[src/rtl/re_isa_pkg.sv]
package re_isa_pkg;

    // ----------------------------------------
    // instruction encoding.
    // ----------------------------------------

    localparam int INSTR_WIDTH = 16;
    localparam int OPCODE_WIDTH = 2;
    localparam int FIELD_WIDTH = 8;

    typedef enum logic [OPCODE_WIDTH-1:0] {
        CHAR   = 2'd0,  // compare one character.
        SPLIT  = 2'd1,  // fork into target and pc+1.
        JMP    = 2'd2,
        ACCEPT = 2'd3   // thread reached a match.
    } opcode_e;

    // character view of an instruction.
    typedef struct packed {
        opcode_e                  opcode;
        logic [5:0]               unused;
        logic [FIELD_WIDTH-1:0]   character;
    } char_view_t;

    // jump view, used by JMP and SPLIT.
    typedef struct packed {
        opcode_e                  opcode;
        logic [5:0]               unused;
        logic [FIELD_WIDTH-1:0]   target;
    } jump_view_t;

    typedef union packed {
        char_view_t char_view;
        jump_view_t jump_view;
    } instr_u;

endpackage

[src/rtl/re_cfg_pkg.sv]
package re_cfg_pkg;

    // ----------------------------------------
    // default widths of the matcher.
    // ----------------------------------------

    localparam int PC_WIDTH          = 8;
    localparam int CC_ID_BITS        = 1;   // two character channels.
    localparam int CHARACTER_WIDTH   = 8;

    // program memory port.
    localparam int MEMORY_WIDTH      = 16;
    localparam int MEMORY_ADDR_WIDTH = 8;

    // queues of 2**FIFO_COUNT_WIDTH threads.
    localparam int FIFO_COUNT_WIDTH  = 3;

endpackage

[src/rtl/memory_read_iface.sv]
`timescale 1ns/1ps

interface memory_read_iface #(
    parameter int MEMORY_ADDR_WIDTH = 8,
    parameter int MEMORY_WIDTH      = 16
);

    logic                         valid;
    logic [MEMORY_ADDR_WIDTH-1:0] addr;
    logic                         ready;  // data is valid in this cycle.
    logic [MEMORY_WIDTH-1:0]      data;

    // requester holds valid and addr until ready.
    modport requester (
        output valid,
        output addr,
        input  ready,
        input  data
    );

    modport memory (
        input  valid,
        input  addr,
        output ready,
        output data
    );

endinterface

[src/rtl/channel_iface.sv]
`timescale 1ns/1ps

interface channel_iface #(
    parameter int N = 9
);

    // data holds pc in the upper bits, channel id in the lower bits.
    logic         valid;
    logic         ready;
    logic [N-1:0] data;

    // data stays stable while valid and not ready.
    modport producer (
        output valid,
        output data,
        input  ready
    );

    modport consumer (
        input  valid,
        input  data,
        output ready
    );

endinterface

[src/rtl/arbiter_2_fixed.sv]
`timescale 1ns/1ps

module arbiter_2_fixed #(
    parameter int DWIDTH = 8
) (
    input  logic              in_0_valid_i,
    input  logic [DWIDTH-1:0] in_0_data_i,
    output logic              in_0_ready_o,

    input  logic              in_1_valid_i,
    input  logic [DWIDTH-1:0] in_1_data_i,
    output logic              in_1_ready_o,

    output logic              out_valid_o,
    output logic [DWIDTH-1:0] out_data_o,
    input  logic              out_ready_i
);

    logic sel_0;

    // input 0 has priority whenever it is valid.
    assign sel_0 = in_0_valid_i;

    assign out_valid_o = in_0_valid_i | in_1_valid_i;
    assign out_data_o  = sel_0 ? in_0_data_i : in_1_data_i;

    // ----------------------------------------
    // ready only reaches the winner.
    // ----------------------------------------

    assign in_0_ready_o = out_ready_i & sel_0;
    assign in_1_ready_o = out_ready_i & ~sel_0;

endmodule

[src/rtl/regex_engine.sv]
`timescale 1ns/1ps

module regex_engine #(
    parameter int PC_WIDTH          = 8,
    parameter int CC_ID_BITS        = 1,
    parameter int CHARACTER_WIDTH   = 8,
    parameter int MEMORY_WIDTH      = 16,
    parameter int MEMORY_ADDR_WIDTH = 8,
    parameter int FIFO_COUNT_WIDTH  = 3
) (
    input  logic                                       clk,
    input  logic                                       rst_i,
    output logic                                       accepts_o,
    output logic                                       running_o,
    output logic                                       full_o,
    output logic [(2**CC_ID_BITS)-1:0]                 elaborating_chars_o,
    input  logic [(2**CC_ID_BITS)-1:0]                 cur_window_end_of_s_i,
    input  logic [(2**CC_ID_BITS)-1:0]                 cur_window_enable_i,
    input  logic [(2**CC_ID_BITS)*CHARACTER_WIDTH-1:0] cur_window_i,
    input  logic                                       new_char_i,
    memory_read_iface.requester                        memory,
    channel_iface.consumer                             in,
    channel_iface.producer                             out
);

    localparam int DEPTH = 2**FIFO_COUNT_WIDTH;
    localparam int TW    = PC_WIDTH + CC_ID_BITS;

    localparam logic [1:0] S_IDLE   = 2'd0;
    localparam logic [1:0] S_FETCH  = 2'd1;
    localparam logic [1:0] S_DECODE = 2'd2;
    localparam logic [1:0] S_ISSUE  = 2'd3;  // second push of a SPLIT.

    logic [1:0]                  state;
    logic [PC_WIDTH-1:0]         cur_pc;
    logic [CC_ID_BITS-1:0]       cur_cc;
    logic [PC_WIDTH-1:0]         pc_next;
    re_isa_pkg::instr_u          instr_q;
    re_isa_pkg::opcode_e         opcode;
    logic [MEMORY_WIDTH-1:0]     mem_word;

    logic [TW-1:0]               q_mem [2][DEPTH];
    logic [FIFO_COUNT_WIDTH-1:0] rd_ptr [2];
    logic [FIFO_COUNT_WIDTH-1:0] wr_ptr [2];
    logic [FIFO_COUNT_WIDTH:0]   count [2];
    logic                        cur_sel;  // index of the current queue.
    logic [1:0]                  push;
    logic [1:0]                  pop;
    logic [TW-1:0]               push_data [2];
    logic [TW-1:0]               head;

    logic                        swap_go;
    logic                        in_push;
    logic                        pop_cur;
    logic                        match_push;
    logic                        next_full;
    logic                        char_match;
    logic [CHARACTER_WIDTH-1:0]  thread_char;

    // ----------------------------------------
    // queue control.
    // ----------------------------------------

    assign head      = q_mem[cur_sel][rd_ptr[cur_sel]];
    assign full_o    = count[cur_sel][FIFO_COUNT_WIDTH];
    assign next_full = count[~cur_sel][FIFO_COUNT_WIDTH];

    // swap only once both channels are done with this character.
    assign swap_go  = new_char_i && (elaborating_chars_o == '0);
    assign in.ready = ~full_o & ~swap_go;
    assign in_push  = in.valid & in.ready;
    assign pop_cur  = (state == S_IDLE) && (count[cur_sel] != '0);

    always_comb begin
        for (int q = 0; q < 2; q++) begin
            if (cur_sel == 1'(q)) begin
                push[q]      = in_push;
                push_data[q] = in.data;
                pop[q]       = pop_cur;
            end else begin
                push[q]      = match_push;  // survivors wait for the next character.
                push_data[q] = {pc_next, cur_cc};
                pop[q]       = 1'b0;
            end
        end
    end

    always_ff @(posedge clk) begin
        if (rst_i) begin
            cur_sel <= 1'b0;
            for (int q = 0; q < 2; q++) begin
                rd_ptr[q] <= '0;
                wr_ptr[q] <= '0;
                count[q]  <= '0;
            end
        end else begin
            if (swap_go) begin
                cur_sel <= ~cur_sel;
            end
            for (int q = 0; q < 2; q++) begin
                if (push[q]) begin
                    wr_ptr[q] <= wr_ptr[q] + 1'b1;
                end
                if (pop[q]) begin
                    rd_ptr[q] <= rd_ptr[q] + 1'b1;
                end
                count[q] <= count[q] + (FIFO_COUNT_WIDTH+1)'(push[q])
                                     - (FIFO_COUNT_WIDTH+1)'(pop[q]);
            end
        end
    end

    always_ff @(posedge clk) begin
        for (int q = 0; q < 2; q++) begin
            if (push[q]) begin
                q_mem[q][wr_ptr[q]] <= push_data[q];
            end
        end
    end

    // channels with work left on the current character.
    always_comb begin
        logic [FIFO_COUNT_WIDTH-1:0] offs;
        elaborating_chars_o = '0;
        for (int i = 0; i < DEPTH; i++) begin
            offs = FIFO_COUNT_WIDTH'(i) - rd_ptr[cur_sel];
            if ({1'b0, offs} < count[cur_sel]) begin
                elaborating_chars_o[q_mem[cur_sel][i][CC_ID_BITS-1:0]] = 1'b1;
            end
        end
        if (state != S_IDLE) begin
            elaborating_chars_o[cur_cc] = 1'b1;
        end
    end

    assign running_o = (count[0] != '0) || (count[1] != '0) || (state != S_IDLE);

    // ----------------------------------------
    // fetch and decode.
    // ----------------------------------------

    assign memory.valid = (state == S_FETCH);
    assign memory.addr  = MEMORY_ADDR_WIDTH'(cur_pc);
    assign mem_word     = memory.data;

    assign opcode  = instr_q.char_view.opcode;
    assign pc_next = cur_pc + 1'b1;

    assign thread_char = cur_window_i[cur_cc*CHARACTER_WIDTH +: CHARACTER_WIDTH];
    assign char_match  = cur_window_enable_i[cur_cc] & ~cur_window_end_of_s_i[cur_cc]
                       & (thread_char == CHARACTER_WIDTH'(instr_q.char_view.character));

    // a full next queue drops the survivor.
    assign match_push = (state == S_DECODE) && (opcode == re_isa_pkg::CHAR)
                      && char_match && !next_full;

    assign accepts_o = (state == S_DECODE) && (opcode == re_isa_pkg::ACCEPT);

    assign out.valid = ((state == S_DECODE) && ((opcode == re_isa_pkg::JMP)
                        || (opcode == re_isa_pkg::SPLIT))) || (state == S_ISSUE);
    assign out.data  = (state == S_ISSUE) ? {pc_next, cur_cc}
                     : {PC_WIDTH'(instr_q.jump_view.target), cur_cc};

    always_ff @(posedge clk) begin
        if (rst_i) begin
            state <= S_IDLE;
        end else begin
            case (state)
                S_IDLE: if (pop_cur) state <= S_FETCH;
                S_FETCH: if (memory.ready) state <= S_DECODE;
                S_DECODE: begin
                    case (opcode)
                        re_isa_pkg::JMP:   if (out.ready) state <= S_IDLE;
                        re_isa_pkg::SPLIT: if (out.ready) state <= S_ISSUE;
                        default:           state <= S_IDLE;
                    endcase
                end
                S_ISSUE: if (out.ready) state <= S_IDLE;
                default: state <= S_IDLE;
            endcase
        end
    end

    always_ff @(posedge clk) begin
        if (pop_cur) begin
            {cur_pc, cur_cc} <= head;
        end
        if ((state == S_FETCH) && memory.ready) begin
            instr_q <= mem_word[re_isa_pkg::INSTR_WIDTH-1:0];
        end
    end

endmodule

[src/rtl/topology_single.sv]
`timescale 1ns/1ps

module topology_single #(
    parameter int PC_WIDTH          = re_cfg_pkg::PC_WIDTH,
    parameter int CC_ID_BITS        = re_cfg_pkg::CC_ID_BITS,
    parameter int CHARACTER_WIDTH   = re_cfg_pkg::CHARACTER_WIDTH,
    parameter int MEMORY_WIDTH      = re_cfg_pkg::MEMORY_WIDTH,
    parameter int MEMORY_ADDR_WIDTH = re_cfg_pkg::MEMORY_ADDR_WIDTH,
    parameter int FIFO_COUNT_WIDTH  = re_cfg_pkg::FIFO_COUNT_WIDTH
) (
    input  logic                                       clk,
    input  logic                                       rst_i,
    output logic                                       any_bb_accept_o,
    output logic                                       any_bb_running_o,
    output logic                                       all_bb_full_o,
    output logic [(2**CC_ID_BITS)-1:0]                 elaborating_chars_o,
    input  logic [(2**CC_ID_BITS)-1:0]                 cur_window_end_of_s_i,
    input  logic [(2**CC_ID_BITS)-1:0]                 cur_window_enable_i,
    input  logic [(2**CC_ID_BITS)*CHARACTER_WIDTH-1:0] cur_window_i,
    input  logic                                       new_char_i,

    input  logic                                       override_valid_i,
    input  logic [PC_WIDTH+CC_ID_BITS-1:0]             override_data_i,
    output logic                                       override_ready_o,

    input  logic                                       mem_cc_valid_i,
    input  logic [MEMORY_ADDR_WIDTH-1:0]               mem_cc_addr_i,
    output logic                                       mem_cc_ready_o,
    output logic [MEMORY_WIDTH-1:0]                    mem_cc_data_o,

    output logic                                       mem_valid_o,
    output logic [MEMORY_ADDR_WIDTH-1:0]               mem_addr_o,
    input  logic                                       mem_ready_i,
    input  logic [MEMORY_WIDTH-1:0]                    mem_data_i
);

    memory_read_iface #(
        .MEMORY_ADDR_WIDTH (MEMORY_ADDR_WIDTH),
        .MEMORY_WIDTH      (MEMORY_WIDTH)
    ) memory_bb ();

    // 0 feeds the engine, 1 carries its re-issued threads.
    channel_iface #(.N(PC_WIDTH+CC_ID_BITS)) channel_i [1:0] ();

    regex_engine #(
        .PC_WIDTH              (PC_WIDTH),
        .CC_ID_BITS            (CC_ID_BITS),
        .CHARACTER_WIDTH       (CHARACTER_WIDTH),
        .MEMORY_WIDTH          (MEMORY_WIDTH),
        .MEMORY_ADDR_WIDTH     (MEMORY_ADDR_WIDTH),
        .FIFO_COUNT_WIDTH      (FIFO_COUNT_WIDTH)
    ) i_engine (
        .clk                   (clk),
        .rst_i                 (rst_i),
        .accepts_o             (any_bb_accept_o),
        .running_o             (any_bb_running_o),
        .full_o                (all_bb_full_o),
        .elaborating_chars_o   (elaborating_chars_o),
        .cur_window_end_of_s_i (cur_window_end_of_s_i),
        .cur_window_enable_i   (cur_window_enable_i),
        .cur_window_i          (cur_window_i),
        .new_char_i            (new_char_i),
        .memory                (memory_bb.requester),
        .in                    (channel_i[0].consumer),
        .out                   (channel_i[1].producer)
    );

    // ----------------------------------------
    // thread insertion.
    // ----------------------------------------

    arbiter_2_fixed #(
        .DWIDTH (PC_WIDTH+CC_ID_BITS)
    ) i_thread_arbiter (
        .in_0_valid_i (override_valid_i),
        .in_0_data_i  (override_data_i),
        .in_0_ready_o (override_ready_o),
        .in_1_valid_i (channel_i[1].valid),
        .in_1_data_i  (channel_i[1].data),
        .in_1_ready_o (channel_i[1].ready),
        .out_valid_o  (channel_i[0].valid),
        .out_data_o   (channel_i[0].data),
        .out_ready_i  (channel_i[0].ready)
    );

    // ----------------------------------------
    // memory sharing.
    // ----------------------------------------

    arbiter_2_fixed #(
        .DWIDTH (MEMORY_ADDR_WIDTH)
    ) i_memory_arbiter (
        .in_0_valid_i (mem_cc_valid_i),
        .in_0_data_i  (mem_cc_addr_i),
        .in_0_ready_o (mem_cc_ready_o),
        .in_1_valid_i (memory_bb.valid),
        .in_1_data_i  (memory_bb.addr),
        .in_1_ready_o (memory_bb.ready),
        .out_valid_o  (mem_valid_o),
        .out_data_o   (mem_addr_o),
        .out_ready_i  (mem_ready_i)
    );

    // read data goes to both; ready alone tells the winner.
    assign mem_cc_data_o  = mem_data_i;
    assign memory_bb.data = mem_data_i;

endmodule

[config.mk]
export PLATFORM = sky130hd
export DESIGN_NAME = topology_single
export DESIGN_NICKNAME = d
export VERILOG_FILES = /design/src/rtl/re_isa_pkg.sv /design/src/rtl/re_cfg_pkg.sv /design/src/rtl/memory_read_iface.sv /design/src/rtl/channel_iface.sv /design/src/rtl/arbiter_2_fixed.sv /design/src/rtl/regex_engine.sv /design/src/rtl/topology_single.sv
export SDC_FILE = /design/constraint.sdc
export NUM_CORES = 1
export LEC_CHECK = 0
export BUFFER_PORTS_ARGS = -buffer_cell sky130_fd_sc_hd__clkbuf_2
export CORE_UTILIZATION = 64
export CTS_BUF_LIST = sky130_fd_sc_hd__clkbuf_4 sky130_fd_sc_hd__clkbuf_8 sky130_fd_sc_hd__clkbuf_16
export CTS_CLUSTER_DIAMETER = 40
export DETAILED_ROUTE_END_ITERATION = 16
export PLACE_DENSITY = 0.81
export REMOVE_ABC_BUFFERS = 1
export SETUP_SLACK_MARGIN = 0.02
export SLEW_MARGIN = 0
export SYNTH_ARGS = -nofsm -noshare
export SYNTH_HDL_FRONTEND = slang
export SYNTH_SLANG_ARGS = --single-unit
export TNS_END_PERCENT = 1
[constraint.sdc]
create_clock -name clk -period 8.1 [get_ports clk]
set_input_delay 0.405 -clock clk [delete_from_list [all_inputs] [get_ports clk]]
set_output_delay 0.405 -clock clk [all_outputs]
set_load 0.03 [all_outputs]
**Word level (Yosys, flattened, before mapping)**

Memories as Yosys holds them, arrays and structs flattened. A register that Yosys moved wholly into a read port is not among the register bits.
Index checks and enable logic that the tools add are counted.

- Latch bits: 0
- Bits in read-only memories: 0
- Register bits: 28
- Bits in writable memories: 164
- Memories: 4
- Logic and storage cells: 215

- $mul: 0
- Div/mod/pow operators: 0
- Shift-type cells: 1
- Add/subtract/negate cells: 17
- Order comparisons: 31
- Bitwise operators: 33
- Eq/ne operators: 10
- Reductions and logical operators: 32
- Multiplexer cells: 82

Memories:

| memory | words | bits a word | read ports | clocked after Yosys merged registers in | write ports | RTL line | RTL |
|---|---|---|---|---|---|---|---|
| i_engine.q_mem | 2 | 72 | 1 | 1 | 2 | regex_engine.sv:42 | `logic [TW-1:0] q_mem [2][DEPTH];` |
| i_engine.count | 2 | 4 | 4 | 1 | 2 | regex_engine.sv:45 | `logic [FIFO_COUNT_WIDTH:0] count [2];` |
| i_engine.rd_ptr | 2 | 3 | 3 | 1 | 2 | regex_engine.sv:43 | `logic [FIFO_COUNT_WIDTH-1:0] rd_ptr [2];` |
| i_engine.wr_ptr | 2 | 3 | 2 | 0 | 2 | regex_engine.sv:44 | `logic [FIFO_COUNT_WIDTH-1:0] wr_ptr [2];` |

Operator list:

| cell | number |
|---|---|
| 2-to-1 mux 72 bit | 2 |
| 2-to-1 mux 9 bit | 8 |
| demux 9 bit (select 3 bit) | 2 |
| 2-to-1 mux 1 bit | 38 |
| less-than comparator 3 x 4 -> 1 bit | 8 |
| binary-select mux 9 bit (select 3 bit) | 1 |
| 2-to-1 mux 2 bit | 13 |
| logical AND 1 bit | 19 |
| less-than comparator 1 x 2 -> 1 bit, second input constant | 9 |
| bitwise OR 2 bit | 8 |
| indexed part select 16 x 5 -> 8 bit | 1 |
| adder 3 x 1 -> 3 bit, second input constant | 4 |
| greater-or-equal comparator 4 bit, second input constant | 3 |
| 2-to-1 mux 3 bit | 4 |
| inverter 3 -> 4 bit | 3 |
| nonzero test 4 bit | 3 |
| subtractor 3 bit, first input constant | 4 |
| demux 1 bit (select 1 bit) | 9 |
| greater-or-equal comparator 1 bit, second input constant | 9 |
| adder 4 x 1 -> 4 bit | 2 |
| adder 8 x 1 -> 8 bit, second input constant | 1 |
| AND 1 bit | 8 |
| equality test 2 bit, second input constant | 4 |
| equality test 8 bit | 1 |
| other kinds (19) | 42 |

**Logic depth before layout (Yosys ltp)**

Gate-level depths: netlist of the first run.

- Depth after elaboration: 31
- Gate-level depth with buffers: 23

**By module**

From an unflattened synthesis of the first run, not the netlist that was laid out.

- Cell total of the unflattened synthesis: 776
- Area total of the unflattened synthesis: 9,749.4 um^2

Modules (own cells, without submodules):

| module | sequential area each (um^2) | instances | area an instance (um^2) | cells each |
|---|---|---|---|---|
| regex_engine | 5,495.3 | 1 | 9,317.7 | 735 |
| arbiter_2_fixed at i_thread_arbiter | 0.0 | 1 | 161.4 | 13 |
| arbiter_2_fixed at i_memory_arbiter | 0.0 | 1 | 150.1 | 12 |
| topology_single | 0.0 | 1 | 120.1 | 16 |

**Least setup slack after synthesis of the first run**

Ideal clock, no wire load.

- Path kind: reg-to-reg
- Start point: reg (tool-made name)
- End point: mem i_engine.q_mem[1][54] in the netlist's numbering, enable pin
- Stages on the path, launching flop included: 17
- Path slack: 2,539 ps
- Arrival time: 5,134 ps
- Setup time: 427 ps
- Cells stage by stage: dfxtp_1 buf_6 buf_2 buf_2 mux2i_1 clkbuf_1 ha_1 inv_1 ha_1 nor2b_1 a221oi_1 o211ai_1 o31ai_1 or3_1 buf_2 o2111ai_2 a2111oi_0

RTL lines:

| element | RTL line |
|---|---|
| to (decl) | regex_engine.sv:42 |

==> summary.txt, run 1 <==
Clock tree
  – Post-CTS Setup Bufs: 0
  – Clock input transition at the sequential cells of the worst setup and hold paths: 0.08 ns
  – Maximum root-to-sink buffer count: 2
  – Hold-fix buffer count after cts: 0
  – CTS Root Cell: clkbuf_16
  – Clock latency of the later-clocked register in the worst-skew pair: 0.44 ns
  – CTS tree: done
  – H-tree levels: 4
  – Cells resized by post-CTS repair: 0
  – TritonCTS Sinks: 187
  – Number of buffers created by CTS: 17

Critical path
  – Data arrival at the endpoint of the critical path: 5.41 ns
  – Endpoint type of the worst setup path: flop
  – Worst setup slack for register-to-register paths: 2.72 ns
  – Category of the worst setup path launch point: flop
  – Worst setup path class: flop to flop
  – Worst-path fanout max: 71
  – CP required: 8.13 ns

Placed design
  – Port buffer count: 78
  – Worst setup slack before clock tree synthesis: 2.72 ns
  – Post-DP Area: 0.0100 sq mm
  – Routability congestion estimate from global placement: 0.936
  – Post-detail-place hpwl: 17.4 mm

Floorplanning
  – Overall die height: 124 um
  – Initial core utilization: 65.6%
  – Floorplan core area: 0.0146 sq mm
  – Row cnt: 44
  – Die Width: 124 um
  – Die area: 0.0155 sq mm
  – Number of primary I/O pins: 91

Power
  – Share of total power consumed by net switching: 38.5%
  – PwrDens: 335 mW/mm^2
  – Static Leakage: 0.00377 uW
  – Reported net switching power: 1370 uW
  – Relative contribution of the clock network to total power: 23.0%
  – Worst IR Drop VDD: 0.252 mV
  – Proportion of power drawn by flip-flops and latches: 38.2%
  – Share of power burned in combinational logic: 38.9%
  – Internal Power: 2190 uW

STA
  – Shortest clock period the worst path allows after layout: 5.38 ns
  – Count of endpoints failing hold in the final timing report: 0
  – Measured slew at the worst slew-check pin: 1.30 ns
  – Setup WS post-layout: 2.72 ns
  – Setup clock skew after layout: 0.0190 ns
  – Number of pins with negative max-slew slack in the final report: 0
  – Normalized max-slew margin: 12.7%
  – Final setup fails: 0
  – RSZ-0062 raised after global routing: no
  – Final period utilization: 66.4%
  – Sum of negative setup slack: 0 ns
  – Highest Clock Rate: 186 MHz

Finish
  – Proportion of layout cells with a drive suffix above 1: 19.1%
  – Area added between synthesis and finish: 10.9%
  – Finished Cell Area: 0.0106 sq mm
  – Register area: 0.00550 sq mm
  – Multi-input gate area: 0.00370 sq mm
  – Final-layout fill cell count: 938
  – Diode count: 0
  – Net count reported at finish: 913

Synthesis
  – Seq cells post-synth: 187
  – Cell area after technology mapping: 0.00957 sq mm
  – Synth unique cells: 66
  – Number of enable flip-flop cells after synthesis: 175
  – Average instance area after synthesis: 12.5 sq um
  – Combinational family with the most area after synthesis: compound AO/OA/AOI/OAI gates
  – Ys async rst share: 0%
  – Adder and majority gate portion of the synthesized area: 4.73%
  – Simple-Gate Fraction of Synth Area: 9.07%
  – Most frequently used flop master after synthesis: edfxtp_1
  – Synthesized instance count: 766
  – Number of warning messages in the yosys log: 0
  – Synth Area in XOR/XNOR: 2.29%
  – Compound-gate portion of the synthesized area: 14.6%
  – Share of synthesized area occupied by flip-flops and latches: 57.4%
  – Portion of netlist area occupied by mux cells: 7.40%

GRT
  – Via count of the first global-routing pass: 6660
  – Pin count of the biggest net entering global routing: 72
  – Global router's overall resource usage: 32.0%
  – Wire length of the first global-routing pass: 37.1 mm
  – Overflow left after global routing: 0
  – Initial antenna violation count: 0

Routing
  – Post-detailed-routing wire length: 24.1 mm
  – DRC: 0
  – Via count: 6824
  – Routed len/inst: 23.7 um
  – Detail Route Antenna Nets: 0
  – First DRT Iteration DRCs: 838
  – Uppermost layer routed: met4
  – Iteration count of the initial detailed-routing pass: 5
  – Vias/cell: 6.72
  – Metal-1 WL: 9.65 mm
  – Wire length on met3: 2.35 mm
  – Met2 wire length: 11.7 mm

Hold path
  – Worst min path class: input pin to flop

Flow run
  – Number of violations of the max-capacitance limit: 0

Outcome
  – Result of the run: complete, no violations
## flip-flops by register name, summed over array words and instances (netlist names), named ones only
name,cells
i_engine.cur_sel,1
i_engine.memory.addr,8
i_engine.q_mem,144
i_engine.rd_ptr,6
i_engine.instr_q,10
i_engine.wr_ptr,6
i_engine.count,8
i_engine.cur_cc,1
i_engine.state,2
## worst max-delay path, stage by stage (launching register included)
cell and delay [ns]:
edfxtp_1 0.32, buf_4 0.54, mux2i_1 0.44, ha_1 0.42
inv_1 0.05, ha_1 0.32, nor2b_1 0.14, a221oi_1 0.50
a2111oi_0 0.20, nand4_1 0.15, or3_1 0.32, o2111ai_2 0.40
a211oi_1 1.17
## Yosys cell counts (6+ instances only)
| cell | instances | area (sq um) |
|---|---|---|
| a2111oi_0 | 8 | 70.1 |
| a211oi_1 | 72 | 541 |
| a21oi_1 | 50 | 250 |
| and2_1 | 6 | 37.5 |
| and3_1 | 11 | 68.8 |
| buf_4 | 17 | 128 |
| clkbuf_1 | 28 | 105 |
| dfxtp_1 | 12 | 240 |
| edfxtp_1 | 175 | 5260 |
| ha_1 | 33 | 413 |
| inv_1 | 34 | 128 |
| mux2_2 | 11 | 124 |
| mux2i_1 | 55 | 551 |
| nand2_1 | 23 | 86.3 |
| nand2b_1 | 6 | 37.5 |
| nand3_1 | 8 | 40.0 |
| nand4_1 | 6 | 37.5 |
| nor2_1 | 27 | 101 |
| nor2b_1 | 42 | 263 |
| o21ai_0 | 12 | 60.1 |
| o22ai_1 | 13 | 81.3 |
| or2_2 | 6 | 37.5 |
| xnor2_1 | 15 | 131 |
| xor2_1 | 10 | 87.6 |
## kinds of logic (layout without fill, tap and decap cells)
| logic type | count (synthesis) | count (layout) |
|---|---|---|
| DFF | 187 | 187 |
| adders and majority gates | 35 | 35 |
| and+or+nand+nor | 157 | 157 |
| muxes | 68 | 68 |
| buffers and inverters | 93 | 159 |
| xor gates and xnor gates | 25 | 25 |
| AOI/OAI and AO/OA | 201 | 201 |
## per-layer routing
layer  GRT usage, %  up-vias
met5              0        -
met4           9.85        0
met3           5.88       37
met2           51.7      428
met1           44.3     3316
li1               -     3043
## power groups by stage
| stage | clock, uW | combinational (uW) | sequential [uW] |
|---|---|---|---|
| final | 818 | 1380 | 1360 |
| after global routing | 856 | 1500 | 1370 |
| after CTS | 817 | 1370 | 1350 |
| after detailed placement | 0 | 1350 | 1380 |
| after global placement | 0 | 1310 | 1370 |
| after floorplan | 0 | 880 | 1380 |
## path summary, 6_finish.rpt
kind / end / from / depth (start not counted)
max: i_engine.q_mem[1][40] / i_engine.rd_ptr[0][0] / 12
min: i_engine.instr_q[5] / mem_data_i[5] / 1
max reg2reg: i_engine.q_mem[1][40] / i_engine.rd_ptr[0][0] / 12
min reg2reg: i_engine.count[1][1] / i_engine.count[1][1] / 2
## cell usage in the layout, fill, tap and decap left out, types with 15 or more instances in the layout
| master | count |
|---|---|
| clkbuf_2 | 79 |
| a21oi_1 | 50 |
| a211oi_1 | 71 |
| clkbuf_16 | 17 |
| xnor2_1 | 15 |
| nand2_1 | 23 |
| mux2i_1 | 53 |
| nor2_1 | 27 |
| inv_1 | 34 |
| nor2b_1 | 42 |
| ha_1 | 33 |
| edfxtp_1 | 175 |
## area by class of cell
cell class / count / area share, %
sequential: 187 / 51.8
multi-input combinational: 486 / 34.8
timing repair buffer: 92 / 4.64
clock buffer: 19 / 4.15
tap: 184 / 2.17
inverter: 35 / 1.24
clock inverter: 13 / 1.23
## per-stage QoR
step / util, % / cells / power, uW / hold slack (ns)
detailed placement: 68.8 / 983 / 2730 / 0.601
global route: 72.8 / 1016 / 3730 / 0.147
global placement: 68.8 / 983 / 2680 / 0.598
finish: 72.8 / 1016 / 3560 / 0.155
floorplan: - / 708 / 2260 / 0.472
CTS: 72.7 / 1015 / 3540 / 0.152
(Power assumes the default switching activity.)
==> run 2, diff against run 1 <==
Settings changed: CORE_UTILIZATION 64 to 54, PLACE_DENSITY 0.81 to 0.73.
Clock period 8.1 ns to 4.7 ns, I/O delays scaled along.
==> run 2 against run 1 <==
Effect of this change:
- sequential share of layout area fell by 1.5 points
- combinational power increased by 69%
- power rose by 71%
- first-iteration DRC count fell by 5.4%
- register-to-register slack worse by 2.2 ns
- largest cell class unchanged
- sequential power is 72% higher
- count of clock-buffer cells in the layout shrank 2
- critical endpoint is now i_engine.q_mem[1][54]
- core utilization fell by 9.6 points
- fmax increased by 28%
- largest power group is now registers
- worst setup slack lost 2.2 ns
- worst hold slack better by 0.10 ns
- critical path type unchanged
- global-route usage fell by 3.9 points
==> summary.txt, run 2 (synthesized netlist as in run 1, its figures left out) <==
Clock tree
  – Post-CTS Setup Bufs: 0 (unchanged)
  – Cells resized by post-CTS repair: 0 (unchanged)
  – Number of buffers created by CTS: 17 (unchanged)
  – Clock latency of the later-clocked register in the worst-skew pair: 0.43 ns (about the same)
  – Clock input transition at the sequential cells of the worst setup and hold paths: 0.08 ns (about the same)
  – TritonCTS Sinks: 187 (unchanged)
  – CTS tree: done
  – CTS Root Cell: clkbuf_16
  – H-tree levels: 4 (unchanged)
  – Maximum root-to-sink buffer count: 2 (unchanged)

Routing
  – Iteration count of the initial detailed-routing pass: 5 (unchanged)
  – Met2 wire length: 11.3 mm (-3.0%)
  – Metal-1 WL: 10.7 mm (+10%)
  – Routed len/inst: 22.7 um (-4.3%)
  – Post-detailed-routing wire length: 24.7 mm (+2.3%)
  – Uppermost layer routed: met4
  – Vias/cell: 6.29 (-6.3%)
  – DRC: 0 (unchanged)
  – First DRT Iteration DRCs: 793 (-5.4%)
  – Wire length on met3: 2.27 mm (-3.4%)
  – Detail Route Antenna Nets: 0 (unchanged)
  – Via count: 6826 (+0.029%)

Flow run
  – Number of violations of the max-capacitance limit: 0 (unchanged)

Critical path
  – Worst setup path class: flop to flop
  – Category of the worst setup path launch point: flop
  – CP required: 4.84 ns (-3.29 ns)
  – Worst-path fanout max: 11 (-85%)
  – Data arrival at the endpoint of the critical path: 4.33 ns (-1.08 ns)
  – Worst setup slack for register-to-register paths: 0.51 ns (-2.21 ns)
  – Endpoint type of the worst setup path: flop

Floorplanning
  – Floorplan core area: 0.0173 sq mm (+19%)
  – Die Width: 135 um (+8.7%)
  – Overall die height: 135 um (+8.7%)
  – Row cnt: 48 (+9.1%)
  – Initial core utilization: 55.4% (-10 points)
  – Number of primary I/O pins: 91 (unchanged)
  – Die area: 0.0183 sq mm (+18%)

Placed design
  – Post-detail-place hpwl: 17.8 mm (+2.5%)
  – Total instance count after detailed placement: 1043 (+6.1%)
  – Port buffer count: 78 (unchanged)
  – Routability congestion estimate from global placement: 0.900 (-3.8%)

Finish
  – Commonest cells after routing, fill and taps aside: 175 x edfxtp_1, 78 x clkbuf_2, 72 x a211oi_1
  – Max FFs per register: 144 (unchanged)
  – Diode count: 0 (unchanged)
  – Post-layout util: 63.2% (-9.6 points)
  – Final std cells w/o fill: 1085 (+6.8%)
  – Net count reported at finish: 941 (+3.1%)
  – Area added between synthesis and finish: 14.2%
  – Final-layout fill cell count: 1314 (+40%)
  – Proportion of layout cells with a drive suffix above 1: 20.5% (+1.4 points)
  – Most common library cell in the layout ignoring fill and taps: edfxtp_1

GRT
  – Wire length of the first global-routing pass: 37.1 mm (-0.11%)
  – Global router's overall resource usage: 28.1% (-3.9 points)
  – Via count of the first global-routing pass: 6257 (-6.1%)
  – Initial antenna violation count: 0 (unchanged)
  – Pin count of the biggest net entering global routing: 71 (-1.4%)
  – Overflow left after global routing: 0 (unchanged)

STA
  – Number of pins with negative max-slew slack in the final report: 0 (unchanged)
  – RSZ-0062 raised after global routing: no
  – Measured slew at the worst slew-check pin: 0.832 ns (-0.470 ns)
  – Final period utilization: 89.2% (+23 points)
  – Setup clock skew after layout: 0.0122 ns (-0.00683 ns)
  – Final setup fails: 0 (unchanged)
  – Normalized max-slew margin: 44.5% (+32 points)
  – Count of endpoints failing hold in the final timing report: 0 (unchanged)
  – Shortest clock period the worst path allows after layout: 4.19 ns (-1.19 ns)
  – Highest Clock Rate: 238 MHz (+28%)

Power
  – Internal Power: 3760 uW (+72%)
  – Worst IR Drop VDD: 0.272 mV (+7.8%)
  – Share of total power consumed by net switching: 38.4% (-0.11 points)
  – Share of power burned in combinational logic: 38.3% (-0.6 points)
  – Reported net switching power: 2340 uW (+71%)
  – Proportion of power drawn by flip-flops and latches: 38.3% (about the same)
  – Static Leakage: 0.00391 uW (+3.8%)
  – PwrDens: 558 mW/mm^2 (+66%)
  – Relative contribution of the clock network to total power: 23.4% (+0.4 points)

Hold path
  – Worst min path class: input pin to flop

Outcome
  – Result of the run: complete, no violations
## run 2: cell count changes in the layout (fill, tap and decap cells not counted), moves of 2 or more
cell	before	now
clkbuf_4	2	0
clkinv_8	0	5
buf_4	13	32
dlygate4sd3_1	0	10
inv_6	4	2
inv_8	3	5
## run 2: worst paths after layout
path | to | cells after the start | start
setup / recovery | i_engine.q_mem[1][54] | 13 | flop
hold / removal | flop | 2 | rst_i
setup reg to reg | i_engine.q_mem[1][54] | 13 | flop
hold reg to reg | i_engine.rd_ptr[0][2] | 2 | i_engine.rd_ptr[0][2]
## run 2: stage by stage
| stage | total power [uW] | setup TNS, ns | setup slack (ns) | hold WS [ns] | area [sq um] |
|---|---|---|---|---|---|
| finish | 6100 | 0 | 0.506 | 0.255 | 10900 |
| global route | 6400 | 0 | 0.211 | 0.286 | 10900 |
| detailed placement | 4650 | 0 | 0.590 | 0.431 | 10200 |
| global placement | 4580 | 0 | 0.655 | 0.428 | 10200 |
| CTS | 6070 | 0 | 0.560 | 0.226 | 10900 |
| floorplan | 3900 | -391.45 | -3.03 | 0.302 | 9270 |
## run 2: worst max-delay path: stages (launching register included)
cell and delay [ns]:
dfxtp_4 0.47, mux2i_1 0.37, ha_1 0.32, inv_1 0.07, ha_1 0.24, nor2b_1 0.14, a221oi_1 0.50, nand3b_1 0.18
o2111ai_1 0.12, or3_1 0.37, o2111ai_2 0.18, buf_4 0.22, a2111oi_2 0.42, buf_4 0.27
## run 2: power by group through the flow
stage,Clock [uW],Combinational [uW],Sequential [uW]
after floorplan,0,1520,2380
after global placement,0,2210,2360
after detailed placement,0,2280,2370
after CTS,1440,2300,2330
after global routing,1500,2560,2350
final,1420,2330,2340
## run 2: cell type report
type / count / area, sq um / area share, %
clock inverter: 15 / 174 / 1.59
clock buffer: 17 / 425 / 3.89
sequential: 187 / 5500 / 50.3
inverter: 35 / 131 / 1.20
multi-input combinational: 486 / 3690 / 33.8
tap: 225 / 282 / 2.57
timing repair buffer: 120 / 731 / 6.68
## run 2: per-layer routing
layer / vias up / GRT usage [%]
met1: 3291 / 41.4
met2: 390 / 41.6
met5: - / 0
li1: 3104 / -
met3: 41 / 5.84
met4: 0 / 8.80
## run 2: timing repair
| action | 4_1_cts | 5_1_grt |
|---|---|---|
| hold buffers | 10 | 0 |
| endpoints found under the hold margin | 10 | 0 |
| setup endpoints to repair | 0 | 0 |
